### config.mk
export PLATFORM = sky130hd
export DESIGN_NAME = colmix_video_out
export DESIGN_NICKNAME = d
export VERILOG_FILES = /design/src/verilog/colmix_pkg.sv /design/src/verilog/colmix_video_out.sv
export SDC_FILE = /design/constraint.sdc
export NUM_CORES = 1
export LEC_CHECK = 0
export ABC_AREA = 1
export BUFFER_PORTS_ARGS = -buffer_cell sky130_fd_sc_hd__buf_2
export CAP_MARGIN = 20
export CORE_UTILIZATION = 35
export CTS_CLUSTER_DIAMETER = 200
export DETAILED_ROUTE_END_ITERATION = 10
export GPL_ROUTABILITY_DRIVEN = 0
export HOLD_SLACK_MARGIN = 0.05
export PLACE_DENSITY = 0.64
export SYNTH_ARGS = -nofsm -noshare
export SYNTH_HDL_FRONTEND = slang
export SYNTH_SLANG_ARGS = --single-unit
export TNS_END_PERCENT = 1
### constraint.sdc
create_clock -name clk -period 1.7 [get_ports clk]
set_clock_uncertainty 0.2 [all_clocks]
set_input_delay 0.17 -clock clk [delete_from_list [all_inputs] [get_ports clk]]
set_output_delay 0.17 -clock clk [all_outputs]
set_load 0.05 [all_outputs]
### src/verilog/colmix_pkg.sv
////////////////////
// colour mixer shared definitions
// palette geometry, output widths, pixel latency and the enums
// used by the priority stage and the CPU port of the palette
////////////////////

`default_nettype none

package colmix_pkg;

    // palette geometry
    localparam int PAL_AW  = 11;    // 2048 entries
    localparam int PAL_DW  = 16;    // cpu word, top bit unused by video
    localparam int RGB_W   = 15;    // stored colour, 5 bits per channel
    localparam int CH_W    = 5;     // per channel at the output

    // pixel enables from layer inputs to colour out
    localparam int PIX_LAT = 3;

    // object priority code that lets the object cover each tile layer
    localparam logic [1:0] PRIO_CHAR = 2'd3;
    localparam logic [1:0] PRIO_SCR1 = 2'd2;
    localparam logic [1:0] PRIO_SCR2 = 2'd1;

    // cpu side of the palette, four-phase req/ack
    typedef enum logic [1:0] {
        CPU_IDLE,       // waiting for req
        CPU_ACCESS,     // memory read or byte write
        CPU_ACK         // ack held until req drops
    } pal_state_e;

    // which half of the palette a candidate points into
    // lands on bit 10 of the palette address
    typedef enum logic {
        SRC_TILE = 1'b0,
        SRC_OBJ  = 1'b1
    } lyr_src_e;

endpackage

`default_nettype wire
### src/verilog/colmix_video_out.sv
////////////////////
// colour output
// expands the palette word to 5 bit channels, blacks out the
// blanking interval and delays the blank flags to match
////////////////////

`timescale 1ns/1ps
`default_nettype none

module colmix_video_out (
    input  logic                         clk,
    input  logic                         arst_n,
    input  logic                         pxl_cen,
    input  logic [colmix_pkg::RGB_W-1:0] pal_word,
    input  logic                         hblank_n,
    input  logic                         vblank_n,
    output logic [colmix_pkg::CH_W-1:0]  red,
    output logic [colmix_pkg::CH_W-1:0]  green,
    output logic [colmix_pkg::CH_W-1:0]  blue,
    output logic                         hblank_dly_n,
    output logic                         vblank_dly_n
);

    localparam int LAT = colmix_pkg::PIX_LAT;

    logic [LAT-1:0]              hblank_sr;  // one tap per pipeline stage
    logic [LAT-1:0]              vblank_sr;
    logic [colmix_pkg::CH_W-1:0] red_x, green_x, blue_x;
    logic                        active;     // blank flags of the pixel now in pal_word

    // 4 msbs then the shared lsb from the top bits
    assign red_x   = {pal_word[3:0],  pal_word[12]};
    assign green_x = {pal_word[7:4],  pal_word[13]};
    assign blue_x  = {pal_word[11:8], pal_word[14]};

    // pal_word trails the pixel inputs by LAT-1 enables
    assign active = hblank_sr[LAT-2] & vblank_sr[LAT-2];

    always_ff @(posedge clk or negedge arst_n) begin
        if (!arst_n) begin
            hblank_sr <= '0;
            vblank_sr <= '0;
            red       <= '0;
            green     <= '0;
            blue      <= '0;
        end else if (pxl_cen) begin
            hblank_sr <= {hblank_sr[LAT-2:0], hblank_n};
            vblank_sr <= {vblank_sr[LAT-2:0], vblank_n};
            red       <= active ? red_x   : '0;   // black in blanking
            green     <= active ? green_x : '0;
            blue      <= active ? blue_x  : '0;
        end
    end

    assign hblank_dly_n = hblank_sr[LAT-1];
    assign vblank_dly_n = vblank_sr[LAT-1];

endmodule

`default_nettype wire

==> results.ini <==
[synthesis]
synth.cell_area_um2=838
ys.flop_type=dfrtp_1
synth.avg_cell_area_um2=9.53
synthDominantCellAreaShare_pct=62.7
synth-seq-cells=21
synth_nets=108
async_flop_share_pct=100
postSynthCellCount=88
synth_common_cells=nand2_1, dfrtp_1, o21ai_0
seq_area_frac_synth_pct=62.7
synth.distinct_cells=10
synth_area_leaders=dfrtp_1, nand2_1, o21ai_2
yosys_warnings=0
yosysMostFrequentCell=nand2_1
synth_enable_flop_cells=0
yosys.area.top_type=dfrtp_1

[timing]
hold_viol_final=0
tightest_slew_ps=585
fin_setup_tns_ps=0
fmax_ghz=0.654
setup_viol=0
min_period_ps=1530
rsz0062_at_grt=no
relSlewSlack_pct=60.9
layout_setup_ws_ps=171
slew_violations=0
period_share_pct=90.0

[critical_path]
crit_type=primary input to flop
slowest_stage=dlygate4sd3_1
worst_setup_path_end_kind=flop
critPathMaxFanout=7
required_ps=1690
rrSetupSlack_ps=440
crit_path_start_kind=primary input
worst_path_most_repeated_cell=dlygate4sd3_1
cp_num_buf_inv=3
r2r-end=blue[3]
critPathTopFamily=buffers and inverters
critPathMaxStageDelay_ps=530
worstPathCellList=dlygate4sd3_1 -> buf_2 -> nand2_1 -> dlygate4sd3_1 -> o21ai_0
r2r-start=hblank_sr[1]
ff2ff_path_depth=2
cp_data_arrival_time_ps=1520

[pwr]
leakagePower_nw=0.657
powerDensity_nw_per_um2=836
ir_worst_vdd_mv=0.454
power.total_mw=1.05

[clock_tree]
clk-insertion-delay-late_ps=290
cts_tree=done
htreeDepth=1
numCtsBuffers=3
cts_sinks=21
clockBufferDepth=2
cts_root_buf=clkbuf_4
clk_pin_slew_ps=120
postCtsSetupBuffers=0

[global_routing]
antenna_found_initial=0
grt_max_degree=22
grt_usage_pct=16.6
grt_pass1_wl_mm=3.16
grt-ovfl-total=0
grt_pass1_vias=744

[floorplanning]
dieHeight_um=50.9
dieArea_um2=2590
initial_core_util_pct=37.5
core_um2=2230
rows=17
ioPinCount=37
fp.dieW_um=50.9

[run_status]
status=complete, no violations

[routing]
viasPerCell=4.43
drc=0
avgRoutedWirePerCell_um=10.7
routed_wirelength_mm=1.85
ant_nets=0
drt_iter0_markers=5
firstDrtPassIters=4
vias=762

[final_layout]
antenna_cells=0
area_delta_synth_final_pct=50.3
drive_gt1_share_pct=32.6
final_area_um2=1260
utilization_pct=56.4
fin_nets=165

[placed_design]
place_area_um2=1020
place_ws_ps=376
dp_hpwl_mm=1.19
port_buffers=36

[worst_hold_path]
min_path_type=primary input to asynchronous set/reset pin

[run]
cap_violations=0

[cell usage in the layout (no fill, tap or decap)]
cell,n
clkbuf_4,3
nand2_1,39
o21ai_2,6
clkinv_2,1
dfrtp_1,21
inv_1,3
nand2_2,1
o21ai_1,4
buf_2,36
dlygate4sd3_1,21
o21ai_0,9
[state kept, by name, summed over array words and instances, names as in the netlist]
| signal | flops |
|---|---|
| blue | 5 |
| hblank_sr | 3 |
| red | 5 |
| vblank_sr | 3 |
| green | 5 |
[how the worst max path moves through the flow]
| stage | start | endpoint | cells after the start | slack [ps] |
|---|---|---|---|---|
| floorplan | hblank_sr[1] | hblank_sr[1] | 4 | 620 |
| global placement | pxl_cen | vblank_sr[1] | 3 | 420 |
| detailed placement | pxl_cen | vblank_sr[1] | 3 | 380 |
| CTS | pxl_cen | vblank_sr[1] | 4 | 170 |
| global route | pxl_cen | vblank_sr[1] | 4 | 80 |
| finish | pxl_cen | hblank_sr[0] | 5 | 170 |
[repair_timing]
item | 4_1_cts | 5_1_grt
hold buffers | 21 | 0
gates resized for setup | 0 | 0
endpoints found under the hold margin | 39 | 0
[kinds of logic (layout without fill, tap and decap cells)]
logic type / after synthesis / after routing / share of synthesized area, %
AO/OA/AOI/OAI: 19 / 19 / 14.0
AND/OR/NAND/NOR: 40 / 40 / 18.2
buffers and inverters: 8 / 64 / 5.07
flip-flops: 21 / 21 / 62.7
[layer usage]
layer  wire [µm]  vias to the layer above  global-route usage, %
li1            -                      392                      -
met1         887                      341                   20.3
met2         878                       29                   28.5
met3          81                        0                   3.57
met4           0                        0                   5.56
met5           0                        -                      0
[layout make-up]
type                       count  area, µm²
clock buffer                   3       22.5
clock inverter                 1       5.00
fill                         209        973
inverter                       3       11.3
multi-input combinational     59        270
sequential                    21        526
tap                           28       35.0
timing repair buffer          57        390
[power breakdown]
group	total, mW	switching (mW)	internal (mW)
logic	0.252	0.166	0.0858
clock network	0.238	0.151	0.0876
registers	0.564	0.0293	0.534
[stage by stage]
stage,hold slack [ps],cells
after floorplan,-326,88
after global placement,-47.4,147
after detailed placement,-44.0,147
after CTS,148,172
after global routing,156,172
final,135,172
Note: power is estimated with default switching activity, not from simulation.
