--- src/verilog/colmix_pkg.sv ---
////////////////////
// colour mixer shared definitions
// palette geometry, output widths, pixel latency and the enums
// used by the priority stage and the CPU port of the palette
////////////////////

`default_nettype none

package colmix_pkg;

    // palette geometry
    localparam int PAL_AW  = 11;    // 2048 entries
    localparam int PAL_DW  = 16;    // cpu word, top bit unused by video
    localparam int RGB_W   = 15;    // stored colour, 5 bits per channel
    localparam int CH_W    = 5;     // per channel at the output

    // pixel enables from layer inputs to colour out
    localparam int PIX_LAT = 3;

    // object priority code that lets the object cover each tile layer
    localparam logic [1:0] PRIO_CHAR = 2'd3;
    localparam logic [1:0] PRIO_SCR1 = 2'd2;
    localparam logic [1:0] PRIO_SCR2 = 2'd1;

    // cpu side of the palette, four-phase req/ack
    typedef enum logic [1:0] {
        CPU_IDLE,       // waiting for req
        CPU_ACCESS,     // memory read or byte write
        CPU_ACK         // ack held until req drops
    } pal_state_e;

    // which half of the palette a candidate points into
    // lands on bit 10 of the palette address
    typedef enum logic {
        SRC_TILE = 1'b0,
        SRC_OBJ  = 1'b1
    } lyr_src_e;

endpackage

`default_nettype wire
--- src/verilog/colmix_layer_prio.sv ---
////////////////////
// layer priority
// masks disabled layers, pairs each tile layer with the object pixel
// and picks the visible palette address per pixel
////////////////////

`timescale 1ns/1ps
`default_nettype none

module colmix_layer_prio (
    input  logic                          clk,
    input  logic                          arst_n,
    input  logic                          pxl_cen,
    input  logic [3:0]                    gfx_en,     // char, scr1, scr2, obj
    input  logic [6:0]                    char_pxl,
    input  logic [10:0]                   scr1_pxl,
    input  logic [10:0]                   scr2_pxl,
    input  logic [11:0]                   obj_pxl,
    output logic [colmix_pkg::PAL_AW-1:0] pal_addr
);

    logic [6:0]  char_g;
    logic [10:0] scr1_g;
    logic [10:0] scr2_g;
    logic [11:0] obj_g;
    logic [colmix_pkg::PAL_AW-1:0] lyr_char, lyr_scr1, lyr_scr2;   // registered candidates

    // object wins only when opaque, at the matching code, over a low-prio tile
    function automatic logic [colmix_pkg::PAL_AW-1:0] tile_or_obj(
        input logic [9:0] obj,
        input logic [9:0] tile,
        input logic       tile_prio,
        input logic       prio_hit
    );
        logic obj_wins;
        obj_wins = (obj[3:0] != 4'd0) && prio_hit && !tile_prio;
        if (obj_wins)
            tile_or_obj = {colmix_pkg::SRC_OBJ, obj};
        else
            tile_or_obj = {colmix_pkg::SRC_TILE, tile};
    endfunction

    // objects use all 4 colour bits, tiles only 3
    function automatic logic is_opaque(input logic [colmix_pkg::PAL_AW-1:0] cand);
        colmix_pkg::lyr_src_e src;
        src = colmix_pkg::lyr_src_e'(cand[colmix_pkg::PAL_AW-1]);
        if (src == colmix_pkg::SRC_OBJ)
            is_opaque = cand[3:0] != 4'd0;
        else
            is_opaque = cand[2:0] != 3'd0;
    endfunction

    // disabled layer -> colour bits forced transparent
    always_comb begin
        char_g = char_pxl;
        scr1_g = scr1_pxl;
        scr2_g = scr2_pxl;
        obj_g  = obj_pxl;
        if (!gfx_en[0]) char_g[3:0] = 4'd0;
        if (!gfx_en[1]) scr1_g[3:0] = 4'd0;
        if (!gfx_en[2]) scr2_g[3:0] = 4'd0;
        if (!gfx_en[3]) obj_g[3:0]  = 4'd0;
    end

    always_ff @(posedge clk or negedge arst_n) begin
        if (!arst_n) begin
            lyr_char <= '0;
            lyr_scr1 <= '0;
            lyr_scr2 <= '0;
        end else if (pxl_cen) begin
            lyr_char <= tile_or_obj(obj_g[9:0], {4'd0, char_g[5:0]}, char_g[6],
                                    obj_g[11:10] == colmix_pkg::PRIO_CHAR);
            lyr_scr1 <= tile_or_obj(obj_g[9:0], scr1_g[9:0], scr1_g[10],
                                    obj_g[11:10] == colmix_pkg::PRIO_SCR1);
            lyr_scr2 <= tile_or_obj(obj_g[9:0], scr2_g[9:0], scr2_g[10],
                                    obj_g[11:10] == colmix_pkg::PRIO_SCR2);
        end
    end

    // front-most opaque candidate, scr2 as backdrop
    always_comb begin
        if (is_opaque(lyr_char))
            pal_addr = lyr_char;
        else if (is_opaque(lyr_scr1))
            pal_addr = lyr_scr1;
        else
            pal_addr = lyr_scr2;    // even if transparent
    end

endmodule

`default_nettype wire

--- config.mk ---
export PLATFORM = sky130hd
export DESIGN_NAME = colmix_layer_prio
export DESIGN_NICKNAME = d
export VERILOG_FILES = /design/src/verilog/colmix_pkg.sv /design/src/verilog/colmix_layer_prio.sv
export SDC_FILE = /design/constraint.sdc
export NUM_CORES = 1
export LEC_CHECK = 0
export ABC_CLOCK_PERIOD_IN_PS = 4000
export BUFFER_PORTS_ARGS = -buffer_cell sky130_fd_sc_hd__buf_2
export CAP_MARGIN = 15
export CORE_ASPECT_RATIO = 0.8
export CORE_MARGIN = 2
export CORE_UTILIZATION = 35
export DETAILED_ROUTE_END_ITERATION = 7
export HOLD_SLACK_MARGIN = 0.08
export PLACE_DENSITY = 0.67
export REMOVE_ABC_BUFFERS = 1
export SLEW_MARGIN = 20
export SYNTH_ARGS = -nofsm -noshare
export SYNTH_HDL_FRONTEND = slang
export SYNTH_SLANG_ARGS = --single-unit
--- constraint.sdc ---
create_clock -name clk -period 4 [get_ports clk]
set_clock_uncertainty 0.05 [all_clocks]
set_input_delay 0.4 -clock clk [delete_from_list [all_inputs] [get_ports clk]]
set_output_delay 0.4 -clock clk [all_outputs]
set_load 0.005 [all_outputs]
==> results of run 1 <==
cells in the mapped netlist (2+ instances only):
cell type,instances
sky130_fd_sc_hd__o2bb2ai_1,4
sky130_fd_sc_hd__or3_1,2
sky130_fd_sc_hd__inv_1,8
sky130_fd_sc_hd__dfrtp_1,33
sky130_fd_sc_hd__o221ai_1,7
sky130_fd_sc_hd__or3b_2,2
sky130_fd_sc_hd__nand2_1,9
sky130_fd_sc_hd__mux2i_1,8
sky130_fd_sc_hd__a21oi_2,7
sky130_fd_sc_hd__nor3_1,3
sky130_fd_sc_hd__a211o_1,2
sky130_fd_sc_hd__a221o_1,7
sky130_fd_sc_hd__o2111ai_1,4
sky130_fd_sc_hd__o21ai_0,15
sky130_fd_sc_hd__o211ai_1,2
sky130_fd_sc_hd__clkbuf_1,10
sky130_fd_sc_hd__nor3b_2,2
sky130_fd_sc_hd__nand3_1,21
sky130_fd_sc_hd__a31oi_1,12
sky130_fd_sc_hd__nor2_1,24
sky130_fd_sc_hd__buf_2,4
sky130_fd_sc_hd__a21oi_1,5
area by class of cell:
type / count / share of cell area, %
multi-input combinational: 148 / 43.1
sequential: 33 / 35.5
timing repair buffer: 60 / 13.1
tap: 62 / 3.33
clock buffer: 5 / 2.96
inverter: 8 / 1.29
clock inverter: 3 / 0.752
state kept, by name, indices dropped and copies added (netlist names):
signal and flops:
lyr_scr1 11, lyr_scr2 11, lyr_char 11
logic make-up after synthesis:
group | Yosys count
mux | 9
simple gates | 67
flops | 33
buf+inv | 22
compound gates | 72
layer usage:
layer | track usage [%] | vias up
met3 | 4.05 | 4
met1 | 26.8 | 856
met2 | 28.7 | 69
li1 | - | 880
met5 | 0 | -
met4 | 6.08 | 0
through the flow:
| step | utilization, % | hold WS, ns | power [uW] | setup WS, ns | std cells |
|---|---|---|---|---|---|
| 3_5_place_dp | 43.8 | 0.424 | 594 | 1.72 | 311 |
| 2_1_floorplan | - | 0.0544 | 494 | 1.42 | 189 |
| 4_1_cts | 45.5 | 0.149 | 841 | 1.41 | 319 |
| 5_1_grt | 45.5 | 0.179 | 877 | 1.30 | 319 |
| 3_3_place_gp | 43.8 | 0.425 | 590 | 1.74 | 311 |
| 6_report | 45.5 | 0.125 | 833 | 1.45 | 319 |
where the power goes:
group / leakage, uW / total [uW] / internal [uW] / switching [uW]
registers: 0.000411 / 384 / 360 / 23.8
clock network: 0.0000439 / 248 / 120 / 128
logic: 0.000576 / 201 / 90.1 / 111
total: 0.00103 / 833 / 571 / 263
worst max-delay path by stage:
stage | startpoint | to | slack [ns]
6_report | lyr_scr1[10] | pal_addr[2] | 1.45
5_1_grt | lyr_scr1[10] | pal_addr[6] | 1.30
4_1_cts | lyr_scr1[10] | pal_addr[2] | 1.41
3_5_place_dp | lyr_scr1[10] | pal_addr[2] | 1.72
3_3_place_gp | lyr_scr1[10] | pal_addr[0] | 1.74
2_1_floorplan | lyr_char[10] | pal_addr[0] | 1.42
==> flow_summary.json, run 1 <==
{
  "seq_area_frac_synth_pct": 43.6,
  "syn_area_sq_um": 1890,
  "finalHoldViolations": 0,
  "cp.arrival_ns": 2.10,
  "synth-warning-count": 0,
  "cts.root.buffer_cell": "sky130_fd_sc_hd__clkbuf_8",
  "die-height_microns": 69.8,
  "fmax_mhz": 392,
  "synth.largest_area_cell": "sky130_fd_sc_hd__dfrtp_1",
  "clkSinkCount": 33,
  "post_synth_mux_area_share_pct": 4.82,
  "syn_inst": 203,
  "route.top_layer_used": "met4",
  "timing.setup.tns_ns": 0,
  "timing.critical_path.slowest_cell_delay_ns": 0.86,
  "final.fill_count": 516,
  "nets_finish": 304,
  "min_period_ns": 2.55,
  "register_to_register_setup_slack_ns": 3.06,
  "cts_tree": "yes",
  "detail_route.first_pass.iterations": 5,
  "synth_ff_type": "sky130_fd_sc_hd__dfrtp_1",
  "synth_area_per_cell_sq_um": 9.33,
  "initialDrtViolationCount": 102,
  "synth.distinct_cells": 34,
  "vias_per_cell": 5.67,
  "clockBufferDepth": 2,
  "worst_pin_slew_ns": 0.889,
  "multi_input_area_sq_um": 1000,
  "wire_length_of_the_first_global_routing_pass_mm": 8.72,
  "post_cts.repair.setup_buffers": 0,
  "synth_compound_gate_area_share_pct": 29.7,
  "design.portCount": 59,
  "grt_start_max_net_pins": 56,
  "worstSkewPairLatency_ns": 0.28,
  "cts-buffers-inserted": 5,
  "drcViolationCount": 0,
  "syn2layout_area_growth_pct": 23.0,
  "place_congestion": 0.813,
  "final_max_slew_viol_count": 0,
  "crit_cells": 4,
  "cts-htree-levels": 2,
  "critPathBufInv": 1,
  "dr_total_vias": 1809,
  "worst_slew_margin_rel_pct": 40.8,
  "route.met3.wl_microns": 371,
  "grt_setup_unrepaired": "false",
  "worst_ir_drop_vdd_mv": 0.172,
  "synth-seq-cells": 33,
  "timing.reg2reg.worst_path_depth": 1,
  "groute.usage.overall_pct": 18.9,
  "power_density_nw_per_um2": 358,
  "crit-reg2reg-capture": "lyr_scr1[2]",
  "insertedDiodeCount": 0,
  "status": "finished clean",
  "combinational_family_with_the_most_area_after_synthesis": "compound AO/OA/AOI/OAI gates",
  "dpl-instance-area_sq_um": 2240,
  "critical_path.startpoint_type": "flip-flop",
  "postCtsHoldBufs": 0,
  "drt-met1-wl_mm": 2.57,
  "worst_r2r_startpoint": "lyr_scr1[2]",
  "p_leak_uw": 0.00103,
  "path_cells": "a2111oi_4 > and2_2 > a221o_1 > buf_2",
  "layout_common_cells": "sky130_fd_sc_hd__buf_2 (58), sky130_fd_sc_hd__dfrtp_1 (33), sky130_fd_sc_hd__nor2_1 (24), sky130_fd_sc_hd__nand3_1 (21), sky130_fd_sc_hd__o21ai_0 (15)",
  "area.sequential_sq_um": 826,
  "antenna_found_initial": 0,
  "grt_pass1_vias": 1787,
  "wl_per_cell_microns": 16.8,
  "required_ns": 3.55,
  "cp_slowest_cell": "sky130_fd_sc_hd__a2111oi_4",
  "post-route-cell-area_sq_um": 2330,
  "worst_hold_path_type": "in2async",
  "crit_share_post_route_pct": 63.8,
  "core_area_sq_um": 5120,
  "edff_count_synth": 0,
  "share_of_async_settable_or_async_resettable_flops_after_synthesis_pct": 100,
  "met2_length_mm": 2.38,
  "cts-resized-gates": 0,
  "layout.cells.most_common": "sky130_fd_sc_hd__buf_2",
  "floorplan.initialDensity_pct": 37.0,
  "maxCapViolations": 0,
  "dpl.hpwl_mm": 3.73,
  "post_synth_and_or_nand_nor_area_fraction_pct": 17.3,
  "placementRows": 23,
  "postRouteAntennaNets": 0,
  "end_kind": "output port",
  "overflow": 0,
  "critPathKind": "reg2out",
  "io_buffers": 58,
  "synthAdderAreaFrac_pct": 0,
  "clk_pin_slew_ns": 0.07,
  "final-setup-viol-count": 0,
  "yosysTopAreaCellShare_pct": 43.6,
  "crit_family": "compound AO/OA/AOI/OAI gates",
  "postRouteWirelength_mm": 5.35,
  "synth-xor-area-share_pct": 0,
  "ratio_of_cells_with_drive_above_1_in_the_final_layout_pct": 33.5,
  "cp_max_fo": 9,
  "netlist_top_cells_area": "sky130_fd_sc_hd__dfrtp_1 (44%), sky130_fd_sc_hd__nand3_1 (5.6%), sky130_fd_sc_hd__nor2_1 (4.8%)",
  "die-width_microns": 86.2,
  "full_die_area_sq_um": 6020
}
No activity file was read; power rests on OpenSTA's default activity.
==> run 2: changes to the inputs <==
Settings changed: ABC_AREA from default to 1, ABC_CLOCK_PERIOD_IN_PS 4000 to 2380.
Clock period 4 ns to 2.38 ns, I/O delays scaled along.
==> run 2 against run 1 <==
  * Critical path depth up 2
  * Non-clock buffer count rose by 4
  * Combinational power up 68%
  * Clock-buffer cell count rose by 2
  * Sequential power up 66%
  * Via count grew 17%
  * Sequential cell count stayed put
==> flow_summary.json, run 2 <==
{
  "nets_finish": 409,
  "groute.usage.overall_pct": 18.6,
  "seq_area_frac_synth_pct": 40.9,
  "post_synth_mux_area_share_pct": 0,
  "end_kind": "output port",
  "finalHoldViolations": 0,
  "wire_length_of_the_first_global_routing_pass_mm": 9.09,
  "cts-htree-levels": 2,
  "path_cells": "inv_1 > nand4_2 > a21oi_1 > o21ai_0 > nand2_1 > buf_2",
  "timing.setup.tns_ns": 0,
  "die-width_microns": 88.9,
  "synthAdderAreaFrac_pct": 0,
  "required_ns": 2.09,
  "clockBufferDepth": 2,
  "netlist_top_cells_area": "sky130_fd_sc_hd__dfrtp_1 (41%), sky130_fd_sc_hd__nand2_1 (24%), sky130_fd_sc_hd__nand3_1 (13%)",
  "fin_cells": 439,
  "synth_ff_type": "sky130_fd_sc_hd__dfrtp_1",
  "clkSinkCount": 33,
  "grt_pass1_vias": 1990,
  "worst_hold_path_type": "in2reg",
  "postLayoutCoreUtil_pct": 44.5,
  "io_buffers": 58,
  "final-setup-viol-count": 0,
  "syn_area_sq_um": 2020,
  "crit_share_post_route_pct": 84.6,
  "cp_max_fo": 16,
  "synth_area_per_cell_sq_um": 6.62,
  "synth-seq-cells": 33,
  "critical_path.startpoint_type": "flip-flop",
  "timing.hold.worst_path_depth": 3,
  "worstSkewPairLatency_ns": 0.28,
  "critPathKind": "reg2out",
  "worst_pin_slew_ns": 0.728,
  "initialDrtViolationCount": 135,
  "crit-reg2reg-capture": "lyr_scr2[10]",
  "final.fill_count": 595,
  "combinational_family_with_the_most_area_after_synthesis": "simple AND/OR/NAND/NOR gates",
  "status": "finished clean",
  "register_to_register_setup_slack_ns": 1.66,
  "place_congestion": 0.839,
  "cts-buffers-inserted": 5,
  "place_inst": 431,
  "synth-warning-count": 0,
  "edff_count_synth": 0,
  "synth-xor-area-share_pct": 0,
  "power_density_nw_per_um2": 572,
  "min_period_ns": 2.01,
  "reg_top3": "lyr_char (11), lyr_scr1 (11), lyr_scr2 (11)",
  "timing.reg2reg.worst_path_depth": 2,
  "holdPathEnd": "lyr_char[8]",
  "post_cts.repair.setup_buffers": 0,
  "preCtsSetupSlack_ns": 0.691,
  "worst_r2r_startpoint": "lyr_scr2[10]",
  "post-route-worst-setup-slack_ns": 0.366,
  "die-height_microns": 71.9,
  "ratio_of_cells_with_drive_above_1_in_the_final_layout_pct": 20.8,
  "postRouteWirelength_mm": 5.45,
  "cts.root.buffer_cell": "sky130_fd_sc_hd__clkbuf_8",
  "overflow": 0,
  "postCtsHoldBufs": 1,
  "clk_pin_slew_ns": 0.06,
  "timing.critical_path.slowest_cell_delay_ns": 0.39,
  "maxCapViolations": 0,
  "worst_slew_margin_rel_pct": 51.5,
  "grt_setup_unrepaired": "false",
  "insertedDiodeCount": 0,
  "floorplan.initialDensity_pct": 36.7,
  "synth.distinct_cells": 19,
  "syn_inst": 305,
  "hold_start": "obj_pxl[8]",
  "wl_per_cell_microns": 12.4,
  "cts-resized-gates": 0,
  "critPathBufInv": 2,
  "placementRows": 24,
  "synth_compound_gate_area_share_pct": 6.82,
  "postRouteAntennaNets": 0,
  "full_die_area_sq_um": 6400,
  "dr_total_vias": 2109,
  "synth.cells.most_frequent": "sky130_fd_sc_hd__nand2_1 (129), sky130_fd_sc_hd__nand3_1 (53), sky130_fd_sc_hd__inv_1 (36)",
  "antenna_found_initial": 0,
  "fmax_mhz": 497,
  "post-synth-top-count-cell": "sky130_fd_sc_hd__nand2_1",
  "p_leak_uw": 0.00144,
  "detail_route.first_pass.iterations": 5,
  "share_of_async_settable_or_async_resettable_flops_after_synthesis_pct": 100,
  "vias_per_cell": 4.80,
  "worst_ir_drop_vdd_mv": 0.209,
  "drcViolationCount": 0,
  "design.portCount": 59,
  "crit_family": "simple AND/OR/NAND/NOR gates",
  "grt_start_max_net_pins": 34,
  "cp_slowest_cell": "sky130_fd_sc_hd__dfrtp_1",
  "post_synth_and_or_nand_nor_area_fraction_pct": 40.6,
  "syn2layout_area_growth_pct": 21.1,
  "cp.arrival_ns": 1.73,
  "dpl.hpwl_mm": 3.91,
  "layout_common_cells": "sky130_fd_sc_hd__nand2_1 (129), sky130_fd_sc_hd__buf_2 (58), sky130_fd_sc_hd__nand3_1 (53), sky130_fd_sc_hd__inv_1 (36), sky130_fd_sc_hd__dfrtp_1 (33)",
  "cts_tree": "yes",
  "final_max_slew_viol_count": 0,
  "layout.cells.most_common": "sky130_fd_sc_hd__nand2_1",
  "yosysTopAreaCellShare_pct": 40.9,
  "core_area_sq_um": 5500,
  "synth.largest_area_cell": "sky130_fd_sc_hd__dfrtp_1"
}
run 2: tightest hold or removal path, delay by kind of cell:
family                 cells  cell delay, ns
buffers and inverters      2            0.12
AO/OA/AOI/OAI              1            0.12
run 2: cell type report:
class | instances | area (sq um) | share of cell area (%)
clock buffer | 7 | 86.3 | 3.53
sequential | 33 | 826 | 33.8
inverter | 37 | 139 | 5.68
tap | 78 | 97.6 | 3.99
timing repair buffer | 64 | 338 | 13.8
multi-input combinational | 220 | 958 | 39.2
run 2: logic make-up after synthesis:
family                 count (synthesis)
DFF                                   33
and+or+nand+nor                      193
buffers and inverters                 52
AOI/OAI and AO/OA                     27
run 2: routing by layer:
| metal | up-vias | wire [microns] | GRT usage (%) | part of all wire, % |
|---|---|---|---|---|
| li1 | 1070 | - | - | - |
| met1 | 960 | 2580 | 26.7 | 47 |
| met2 | 71 | 2380 | 28.6 | 44 |
| met3 | 8 | 430 | 4.10 | 7.9 |
| met4 | 0 | 56 | 4.55 | 1.0 |
| met5 | - | 0 | 0 | 0 |
run 2: stage by stage:
| step | area, sq um | power, uW | hold WS [ns] |
|---|---|---|---|
| 2_1_floorplan | 1920 | 827 | -0.108 |
| 3_3_place_gp | 2350 | 982 | 0.295 |
| 3_5_place_dp | 2350 | 986 | 0.290 |
| 4_1_cts | 2440 | 1400 | 0.195 |
| 5_1_grt | 2440 | 1480 | 0.207 |
| 6_report | 2440 | 1400 | 0.191 |
run 2: worst max-delay path by stage:
| stage | depth (start not counted) | endpoint | startpoint |
|---|---|---|---|
| CTS | 6 | pal_addr[7] | lyr_char[2] |
| finish | 6 | pal_addr[3] | lyr_char[2] |
| global route | 6 | pal_addr[7] | lyr_char[0] |
| detailed placement | 6 | pal_addr[7] | lyr_char[2] |
| global placement | 6 | pal_addr[2] | lyr_char[2] |
| floorplan | 3 | lyr_scr1[10] | obj_pxl[10] |
run 2: power breakdown:
| group | internal, uW | leakage (uW) | switching [uW] |
|---|---|---|---|
| clock | 229 | 0.0000443 | 192 |
| combinational | 130 | 0.000976 | 209 |
| sequential | 610 | 0.000421 | 28.3 |
| total | 969 | 0.00144 | 429 |
==> run 3: changes to the inputs <==
Settings changed: ABC_CLOCK_PERIOD_IN_PS 2380 to 1910.
Clock period 2.38 ns to 1.91 ns, I/O delays scaled along.
==> run 3 against run 2 <==
  * Utilization grew 1.3 points
  * Routed wire length grew 6.2%
  * Sequential power grew 25%
  * Non-clock buffer count grew 3
  * Via count shrank 2.3%
  * Total power grew 29%
  * Global-route usage shrank 0.30 points
  * Sequential cell count is the same
  * Final cell count grew 0.91%
  * Critical endpoint is now pal_addr[10]
  * Highest routed layer unchanged
==> flow_summary.json, run 3 (synthesis results as in run 2) <==
{
  "worstSetupStartpoint": "lyr_scr1[0]",
  "postLayoutCoreUtil_pct": 45.8,
  "worst_ir_drop_vdd_mv": 0.304,
  "total_power_uw": 1810,
  "postRouteWirelength_mm": 5.78,
  "floorplan.initialDensity_pct": 36.7,
  "cp_slowest_cell": "sky130_fd_sc_hd__dfrtp_1",
  "detail_route.first_pass.iterations": 4,
  "nets_finish": 413,
  "postRouteAntennaNets": 0,
  "cp_max_fo": 9,
  "ratio_of_cells_with_drive_above_1_in_the_final_layout_pct": 22.2,
  "initialDrtViolationCount": 133,
  "status": "finished clean",
  "area.sequential_sq_um": 826,
  "cts.root.buffer_cell": "sky130_fd_sc_hd__clkbuf_8",
  "placementRows": 24,
  "required_ns": 1.67,
  "final_max_slew_viol_count": 0,
  "layout.cells.most_common": "sky130_fd_sc_hd__nand2_1",
  "die-width_microns": 88.9,
  "critical_path.startpoint_type": "flip-flop",
  "groute.usage.overall_pct": 18.3,
  "worst_r2r_startpoint": "lyr_scr1[10]",
  "die-height_microns": 71.9,
  "full_die_area_sq_um": 6400,
  "clk_pin_slew_ns": 0.07,
  "layout_common_cells": "sky130_fd_sc_hd__nand2_1 (128), sky130_fd_sc_hd__buf_2 (58), sky130_fd_sc_hd__nand3_1 (53), sky130_fd_sc_hd__inv_1 (36), sky130_fd_sc_hd__dfrtp_1 (33)",
  "crit_share_post_route_pct": 93.3,
  "drcViolationCount": 0,
  "end_kind": "output port",
  "p_leak_uw": 0.00147,
  "wire_length_of_the_first_global_routing_pass_mm": 8.94,
  "maxCapViolations": 0,
  "worst_pin_slew_ns": 0.748,
  "core_area_sq_um": 5500,
  "dpl.hpwl_mm": 4.02,
  "grt_start_max_net_pins": 34,
  "dr_total_vias": 2060,
  "place_congestion": 0.867,
  "timing.setup.tns_ns": 0,
  "place_inst": 434,
  "io_buffers": 58,
  "post_cts.repair.setup_buffers": 0,
  "wl_per_cell_microns": 13.1,
  "min_period_ns": 1.78,
  "antenna_found_initial": 0,
  "grt_setup_unrepaired": "false",
  "hold_slack_ns": 0.142,
  "cts-htree-levels": 2,
  "cts-buffers-inserted": 5,
  "insertedDiodeCount": 0,
  "cts_tree": "yes",
  "grt_pass1_vias": 1840,
  "worst_slew_margin_rel_pct": 50.2,
  "power_density_nw_per_um2": 718,
  "final-setup-viol-count": 0,
  "overflow": 0,
  "critPathKind": "reg2out",
  "timing.critical_path.slowest_cell_delay_ns": 0.42,
  "path_cells": "nor2_4 > nand3_4 > a21oi_1 > o21ai_0 > nand2_1 > buf_2",
  "design.portCount": 59,
  "cp.arrival_ns": 1.54,
  "syn2layout_area_growth_pct": 24.5,
  "vias_per_cell": 4.65,
  "fin_cells": 443,
  "fmax_mhz": 561,
  "clkSinkCount": 33,
  "hold_start": "obj_pxl[8]",
  "clockBufferDepth": 2,
  "final.fill_count": 608,
  "multi_input_area_sq_um": 993,
  "finalHoldViolations": 0,
  "reg_top3": "lyr_char (11), lyr_scr1 (11), lyr_scr2 (11)",
  "worst_hold_path_type": "in2reg",
  "worstSkewPairLatency_ns": 0.29
}
[run 3: cell count changes in the layout (fill, tap and decap cells not counted), sizes merged]
cell,change
buf,+3
nand3,+1
[run 3: per-stage QoR]
stage | instance area (sq um) | setup WS (ns)
floorplan | 1920 | 0.383
global placement | 2380 | 0.337
detailed placement | 2380 | 0.308
CTS | 2490 | 0.0608
global route | 2510 | 0.00777
finish | 2510 | 0.128
[run 3: path summary, 6_finish.rpt]
path / to / slack, ns / depth (start not counted)
setup reg to reg: lyr_scr1[10] / 1.18 / 2
max in group asynchronous: lyr_char[4] / 0.87 / 2
hold reg to reg: lyr_scr2[3] / 0.43 / 2
min in group asynchronous: lyr_scr1[1] / 0.45 / 2
setup / recovery: pal_addr[10] / 0.13 / 6
hold / removal: lyr_char[8] / 0.14 / 3
[run 3: metal layers]
| metal | global-route usage (%) | vias to the layer above | wire, microns |
|---|---|---|---|
| li1 | - | 1076 | - |
| met4 | 5.56 | 0 | 63 |
| met2 | 27.0 | 76 | 2480 |
| met5 | 0 | - | 0 |
| met1 | 26.9 | 901 | 2740 |
| met3 | 3.64 | 7 | 498 |
[run 3: layout make-up]
class / count / area share [%]
clock buffer: 7 / 3.43
inverter: 37 / 5.52
multi-input combinational: 221 / 39.5
sequential: 33 / 32.8
tap: 78 / 3.88
timing repair buffer: 67 / 14.8
[run 3: report_power, final]
part	internal (uW)	total (uW)	switching, uW
combinational	183	458	276
clock	286	549	262
sequential	760	799	39.0
total	1230	1810	577
[run 3: worst max-delay path, delay by kind of cell, from the launching register on]
kind	cells	cell delay (ns)
AOI/OAI and AO/OA	2	0.26
buffers and inverters	1	0.11
DFF	1	0.42
and+or+nand+nor	3	0.46
[run 3: what timing repair did]
action	in CTS	in global routing
pin swaps	0	1
cloned	0	1
hold buffers	1	0
endpoints found under the hold margin	33	0
endpoints found under the setup margin	1	10
gates resized for setup	1	4
